$ cat config.mk
export PLATFORM = sky130hd
export DESIGN_NAME = mem_boot_loader
export DESIGN_NICKNAME = d
export VERILOG_FILES = /design/src/boot_pkg.sv /design/src/obi_pkg.sv /design/src/mem_boot_loader.sv
export VERILOG_INCLUDE_DIRS = /design/src
export SDC_FILE = /design/constraint.sdc
export NUM_CORES = 1
export LEC_CHECK = 0
export CORE_ASPECT_RATIO = 0.6
export CORE_MARGIN = 10
export CORE_UTILIZATION = 45
export DETAILED_ROUTE_END_ITERATION = 10
export DONT_BUFFER_PORTS = 1
export PLACE_DENSITY_LB_ADDON = 0.05
export SYNTH_ARGS = -nofsm -noshare
export SYNTH_HDL_FRONTEND = slang
export SYNTH_SLANG_ARGS = --single-unit
$ cat constraint.sdc
create_clock -name tb_CLK -period 2.5 [get_ports tb_CLK]
set_clock_uncertainty 0.2 [all_clocks]
set_input_delay 0.25 -clock tb_CLK [delete_from_list [all_inputs] [get_ports tb_CLK]]
set_output_delay 0.25 -clock tb_CLK [all_outputs]
set_load 0.01 [all_outputs]
$ cat src/mem_settings.svh
`ifndef MEM_SETTINGS_SVH
`define MEM_SETTINGS_SVH

// ----------------------------------------
// Memory geometry
// ----------------------------------------

// Width of one SRAM word and of the boot stream
`define MEM_DATA_W 32

// Word address width, byte address bits 11 to 2
`define MEM_ADDR_W 10

// Words per SRAM, upper bound for each image length
`define IMEM_DEPTH 1024
`define DMEM_DEPTH 1024

`endif

$ cat src/boot_pkg.sv
`include "mem_settings.svh"

package boot_pkg;

	// ----------------------------------------
	// Boot stream layout
	// ----------------------------------------

	// First stream word, image lengths in words
	typedef struct packed {
		logic [15:0] imem_words;
		logic [15:0] dmem_words;
	} boot_hdr_t;

	// Same stream word seen as header or as image data
	typedef union packed {
		logic [`MEM_DATA_W-1:0] raw;
		boot_hdr_t              hdr;
	} boot_word_u;

	// Loader FSM
	typedef enum logic [1:0] {
		WAIT_HDR  = 2'd0,
		LOAD_IMEM = 2'd1,
		LOAD_DMEM = 2'd2,
		DONE      = 2'd3
	} boot_state_e;

endpackage

$ cat src/obi_pkg.sv
`include "mem_settings.svh"

package obi_pkg;

	// ----------------------------------------
	// OBI transfer fields
	// ----------------------------------------

	// Byte address as seen by the core
	typedef logic [31:0] obi_addr_t;

	// One enable per byte lane
	typedef logic [3:0] obi_be_t;

	// SRAM word address
	typedef logic [`MEM_ADDR_W-1:0] word_addr_t;

	// Drop the byte offset, keep bits 11 to 2
	function automatic word_addr_t to_word_addr(obi_addr_t byte_addr);
		return byte_addr[`MEM_ADDR_W+1:2];
	endfunction

endpackage

$ cat src/mem_boot_loader.sv
`timescale 1ns/1ns
`include "mem_settings.svh"

module mem_boot_loader (
	input  logic                   tb_CLK,
	input  logic                   reset,

	// Boot stream
	input  logic                   boot_valid,
	output logic                   boot_ready,
	input  logic [`MEM_DATA_W-1:0] boot_data,

	// Preload port and core reset
	output logic                   core_reset,
	output logic                   imem_we,
	output logic                   dmem_we,
	output obi_pkg::word_addr_t    pre_addr,
	output logic [`MEM_DATA_W-1:0] pre_wdata
);

	import boot_pkg::*;
	import obi_pkg::*;

	boot_state_e state;
	boot_state_e state_nx;
	boot_word_u  word;
	logic [15:0] hdr_imem;
	logic [15:0] hdr_dmem;
	logic [15:0] imem_left;
	logic [15:0] dmem_left;
	word_addr_t  wr_addr;
	logic        accept;

	assign word   = boot_data;
	assign accept = boot_valid && boot_ready;

	// Lengths limited to the SRAM depths
	assign hdr_imem = (word.hdr.imem_words > `IMEM_DEPTH) ? 16'(`IMEM_DEPTH)
	                                                      : word.hdr.imem_words;
	assign hdr_dmem = (word.hdr.dmem_words > `DMEM_DEPTH) ? 16'(`DMEM_DEPTH)
	                                                      : word.hdr.dmem_words;

	// ----------------------------------------
	// Next state
	// ----------------------------------------
	always_comb begin
		state_nx = state;
		case (state)
			WAIT_HDR: begin
				if (accept) begin
					// Empty sections are skipped
					if (hdr_imem != '0) begin
						state_nx = LOAD_IMEM;
					end else if (hdr_dmem != '0) begin
						state_nx = LOAD_DMEM;
					end else begin
						state_nx = DONE;
					end
				end
			end
			LOAD_IMEM: begin
				if (accept && imem_left == 16'd1) begin
					state_nx = (dmem_left != '0) ? LOAD_DMEM : DONE;
				end
			end
			LOAD_DMEM: begin
				if (accept && dmem_left == 16'd1) begin
					state_nx = DONE;
				end
			end
			default: begin
				state_nx = DONE;
			end
		endcase
	end

	// ----------------------------------------
	// Control registers
	// ----------------------------------------
	always_ff @(posedge tb_CLK) begin
		if (reset) begin
			state      <= WAIT_HDR;
			boot_ready <= 1'b0;
			core_reset <= 1'b1;
			imem_we    <= 1'b0;
			dmem_we    <= 1'b0;
			imem_left  <= '0;
			dmem_left  <= '0;
			wr_addr    <= '0;
		end else begin
			state      <= state_nx;
			boot_ready <= (state_nx != DONE);
			imem_we    <= accept && (state == LOAD_IMEM);
			dmem_we    <= accept && (state == LOAD_DMEM);

			// Release once the last strobe has reached the SRAM
			if (state == DONE && !imem_we && !dmem_we) begin
				core_reset <= 1'b0;
			end

			if (accept) begin
				case (state)
					WAIT_HDR: begin
						imem_left <= hdr_imem;
						dmem_left <= hdr_dmem;
						wr_addr   <= '0;
					end
					LOAD_IMEM: begin
						imem_left <= imem_left - 16'd1;
						// Data section starts again at word 0
						wr_addr   <= (imem_left == 16'd1) ? '0 : wr_addr + 1'b1;
					end
					LOAD_DMEM: begin
						dmem_left <= dmem_left - 16'd1;
						wr_addr   <= wr_addr + 1'b1;
					end
					default: begin
						wr_addr <= wr_addr;
					end
				endcase
			end
		end
	end

	// Write payload, header words are never strobed
	always_ff @(posedge tb_CLK) begin
		if (accept) begin
			pre_addr  <= wr_addr;
			pre_wdata <= word.raw;
		end
	end

endmodule

Yosys cells after proc, flatten, opt, wreduce, memory -nomap -nowiden
Index checks and enable logic that the tools add are counted.
{ "classes": {"n_lt_le_gt_ge": 2, "n_addsub": 3, "eq_ne": 6, "n_reduce_logical": 19, "muxes": 13} }
{ "op_table": {"columns": ["op", "n"], "rows": [
  ["one-hot mux 16 bit (2 select lines)", 2],
  ["nonzero test 16 bit", 3],
  ["equality test 16 x 1 -> 1 bit, second input constant", 2],
  ["greater-than comparator 16 x 11 -> 1 bit, second input constant", 2],
  ["two-way mux 16 bit", 2],
  ["subtractor 16 x 1 -> 16 bit, second input constant", 2],
  ["one-hot mux 10 bit (3 select lines)", 1],
  ["adder 10 x 1 -> 10 bit, second input constant", 1],
  ["two-way mux 10 bit", 1],
  ["two-way mux 2 bit", 4],
  ["logical AND 1 bit", 7],
  ["one-hot mux 2 bit (3 select lines)", 1],
  ["AND reduction 2 bit", 3],
  ["equality test 2 bit, second input constant", 2],
  ["nonzero test 2 bit", 2],
  ["nonzero test 3 bit", 1],
  ["equality test 2 x 1 -> 1 bit, second input constant", 1],
  ["zero test 1 bit", 2],
  ["zero test 2 bit", 1],
  ["two-way mux 1 bit", 2],
  ["!= test 2 bit, second input constant", 1]
]} }
{ "totals": {"elab_cells": 53, "out_inout_bits": 46, "ff_bits": 90, "in_bits": 35} }

Longest topological paths before layout
{ "depth": {"ltp_word": 8, "depth_mapped": 9} }

Least setup slack after synthesis
Ideal clock, no wire load.
{ "synth_path": {"kind": "flip-flop to flip-flop", "startpoint": "register boot_ready", "endpoint": "register dmem_left[12]", "arrival_ns": 2.105, "path_stages_with_launch": 8, "t_required_ns": 2.172, "period_less_slack_ns": 2.433, "slack_ns": 0.067, "path_cell_list": "dfxtp_1 nand2_1 inv_1 buf_2 o21ai_1 clkbuf_1 a22oi_1 nor2_1"} }
{ "synth_between": {"elab_chain_len": 2} }
{ "synth_rtl": {"columns": ["element", "line", "rtl"], "rows": [
  ["start: declaration", "mem_boot_loader.sv:10", "output logic boot_ready,"],
  ["start signal: assignment", "mem_boot_loader.sv:92", "boot_ready <= (state_nx != DONE);"],
  ["logical AND 1 bit", "mem_boot_loader.sv:35", "assign accept = boot_valid && boot_ready;"],
  ["net accept", "mem_boot_loader.sv:32", "logic accept;"],
  ["AND reduction 2 bit (no source line)", null, null],
  ["end signal: assignment", "mem_boot_loader.sv:105", "dmem_left <= hdr_dmem;"],
  ["end signal: assignment", "mem_boot_loader.sv:114", "dmem_left <= dmem_left - 16'd1;"],
  ["end: declaration", "mem_boot_loader.sv:30", "logic [15:0] dmem_left;"]
]} }
The timed path passes the listed nets, and every way through them passes these cells.
A chain may end at the register's enable or synchronous reset.

Worst setup path after layout
{ "layout_path": {"startpoint": "register state[0]", "endpoint": "register dmem_left[4]"} }
{ "layout_between": {"elab_chain_len": 3} }
{ "layout_rtl": {"columns": ["element", "line", "rtl"], "rows": [
  ["start: declaration", "mem_boot_loader.sv:24", "boot_state_e state;"],
  ["start signal: assignment", "mem_boot_loader.sv:91", "state <= state_nx;"],
  ["equality test 2 bit / zero test 2 bit (equally long branches)", "mem_boot_loader.sv:102", "case (state)"],
  ["nonzero test 2 bit (no source line)", null, null],
  ["AND reduction 2 bit (no source line)", null, null]
]} }
Several ways; a longest one is shown, not always the timed one.

==> results.sh <==
export IMPL_synth_edff_count=42
export IMPL_crit_top_cell="buf_4"
export IMPL_relSlewSlack=0.666
export IMPL_fmax_mhz=425
export IMPL_setup_violations=0
export IMPL_p_per_area_mw_per_mm2=930
export IMPL_num_vias=3371
export IMPL_htree_levels=3
export IMPL_async_reset_ff_frac=0
export IMPL_grt_pass1_vias=3044
export IMPL_status="complete, no violations"
export IMPL_ys_flop_type="dfxtp_1"
export IMPL_cp_arrival_ns=2.44
export IMPL_die_area_mm2=0.0135
export IMPL_core_area_mm2=0.00869
export IMPL_grt_use_total=0.167
export IMPL_yosysWarnings=0
export IMPL_cts_buffers=9
export IMPL_drv_cap=0
export IMPL_rsz0062_at_grt="false"
export IMPL_grt_overflow=0
export IMPL_grt_pass1_wl_mm=17.7
export IMPL_syn_mean_instance_area_um2=10.2
export IMPL_ios=81
export IMPL_antenna_found_initial=0
export IMPL_avgViaCountPerCell=5.87
export IMPL_initialDrtViolationCount=321
export IMPL_layout_drive_gt1_share=0.123
export IMPL_path_class="flip-flop to flip-flop"
export IMPL_place_area_mm2=0.00436
export IMPL_finalHoldViolCount=0
export IMPL_fin_crit_ns=2.35
export IMPL_row_count=26
export IMPL_yosysSeqAreaShare=0.542
export IMPL_globalplace_congestion=0.852
export IMPL_utilization=0.580
export IMPL_final_setup_tns_ns=0
export IMPL_hold_path_class="primary input to flip-flop"
export IMPL_cts_root_buf="clkbuf_16"
export IMPL_ys_seq_elements=90
export IMPL_finalCritPeriodShare=0.941
export IMPL_worst_slew_pin_slew_ns=0.496
export IMPL_critPathMaxStageDelay_ns=0.55
export IMPL_cp_top_family="buffers and inverters"
export IMPL_path_buf_inv=4
export IMPL_cts_buffer_depth=2
export IMPL_first_pass_iters=4
export IMPL_ant_nets=0
export IMPL_clk_latency_ns=0.34
export IMPL_port_buffers=0
export IMPL_drc=0
export IMPL_hold_ws_ns=0.0522
export IMPL_start_util=0.472
export IMPL_die_height_um=93.9
export IMPL_end_kind="flip-flop"
export IMPL_clk_pin_slew_ns=0.07
export IMPL_crit_chain="inv_1 -> ha_1 -> buf_4 -> o21ai_1 -> buf_4 -> a22oi_1 -> a21oi_1 -> dlygate4sd3_1"
export IMPL_synth_cells=402
export IMPL_worstPathRequired_ns=2.59
export IMPL_dp_cells=523
export IMPL_worstSetupStartpointType="flip-flop"
export IMPL_syn_nets=446
export IMPL_drt_total_wl_mm=11.3
export IMPL_syn_area_mm2=0.00410
export IMPL_ir_drop_uv=397
export IMPL_cts_tree="yes"
export IMPL_final_max_slew_viol_count=0
export IMPL_power_leakage_nw=1.81
export IMPL_crit_path_max_fanout=18
export IMPL_wl_per_cell_um=19.8
export IMPL_cpMaxStageDelayCell="dlygate4sd3_1"
export IMPL_nets=501
export IMPL_grt_max_degree=39
export IMPL_diodes=0
export IMPL_dieWidth_um=143
export IMPL_dp_hpwl_mm=7.78
export IMPL_cts_sinks=90
export IMPL_ys_types=52
export IMPL_final_cells=574
export IMPL_stdcell_area_mm2=0.00504
export IMPL_area_delta_synth_final_pct=22.9
[synth_stat cells, types with 3 or more instances]
library cell | n | area [um^2]
and3_1 | 4 | 25.0
a21o_1 | 5 | 37.5
or3_1 | 5 | 31.3
inv_1 | 15 | 56.3
nor4b_1 | 3 | 26.3
o31a_1 | 4 | 35.0
a211oi_1 | 5 | 37.5
nand4_1 | 7 | 43.8
nor2_1 | 39 | 146
ha_1 | 9 | 113
dfxtp_1 | 48 | 961
nand3_1 | 21 | 105
clkbuf_1 | 12 | 45.0
a221oi_1 | 5 | 43.8
a21oi_1 | 23 | 115
or4_1 | 3 | 22.5
xor2_1 | 8 | 70.1
nand2b_1 | 5 | 31.3
edfxtp_1 | 42 | 1260
a22oi_1 | 6 | 45.0
nand2_1 | 26 | 97.6
nor4_1 | 15 | 93.8
nor3b_1 | 3 | 22.5
nor3_1 | 21 | 105
o21ai_0 | 19 | 95.1
xnor2_1 | 6 | 52.6
mux2_2 | 5 | 56.3
a31oi_1 | 6 | 37.5
[layer usage]
layer,wire [um],global-route usage
met1,6160,0.260
met2,4300,0.217
met3,821,0.0480
met4,63,0.0330
met5,0,0
[area by class of cell]
cell class              instances  area, um^2
repair buffers                 61         559
inverters                      15        58.8
well taps                     112         140
clock buffers                  10         239
multi-input cells             280        1760
flip-flops and latches         90        2220
fillers                       732        3640
clock inverters                 6        56.3
[power breakdown]
group / switching (mW) / internal, mW
sequential: 0.193 / 1.75
clock: 0.602 / 0.724
combinational: 0.817 / 0.603
[layout by cell type (no fill, tap or decap), types with 3 or more instances in the layout]
cell,count
nand3_1,21
nor3_1,21
a21oi_1,23
a21o_1,5
nand4_1,7
or4_1,3
nand2b_1,5
buf_4,25
xor2_1,8
a211oi_1,5
dlygate4sd3_1,34
dfxtp_1,47
nor3b_1,3
nor4b_1,3
or3_1,5
a31oi_1,6
mux2_2,5
nor4_1,14
o31a_1,4
nand2_1,26
edfxtp_1,42
and3_1,4
o21ai_0,19
a221oi_1,5
ha_1,9
xnor2_1,6
clkbuf_16,9
nor2_1,39
a22oi_1,6
inv_1,14
[registers in the layout, indices dropped and copies added (netlist names)]
register / count
dmem_we: 1
imem_we: 1
boot_ready: 1
dmem_left: 16
pre_addr: 10
pre_wdata: 32
core_reset: 1
state: 2
wr_addr: 10
imem_left: 16
[repair_timing]
item                                   in CTS  in global routing
setup endpoints to repair                   0                  3
endpoints found under the hold margin      70                  0
hold buffers                               35                  0
setup buffers                               0                  0
resized for setup                           0                  8
[per-stage QoR]
step	setup WS [ns]	power [mW]
after floorplan	0.0672	2.85
after global placement	0.108	3.26
after detailed placement	0.0906	3.27
after CTS	0.0364	4.66
after global routing	0.0110	4.95
final	0.148	4.69
[final timing paths]
path | slack (ns) | depth (start not counted) | endpoint | start
worst min-delay path | 0.05 | 2 | dmem_left[0]$_SDFFE_PP0P_ | boot_data[0]
worst max-delay path | 0.15 | 8 | dmem_left[4]$_SDFFE_PP0P_ | state[0]$_SDFF_PP0_
worst max register to register | 0.15 | 8 | dmem_left[4]$_SDFFE_PP0P_ | state[0]$_SDFF_PP0_
worst min register to register | 0.26 | 0 | pre_addr[9]$_DFFE_PP_ | wr_addr[9]$_SDFFE_PP0P_
[logic make-up after synthesis]
logic type      synth area share
compound gates             0.148
xor+xnor                  0.0299
fa+ha+maj                 0.0275
buf+inv                   0.0317
flops                      0.542
mux                       0.0162
simple gates               0.205
Note: power is estimated with default switching activity, not from simulation.
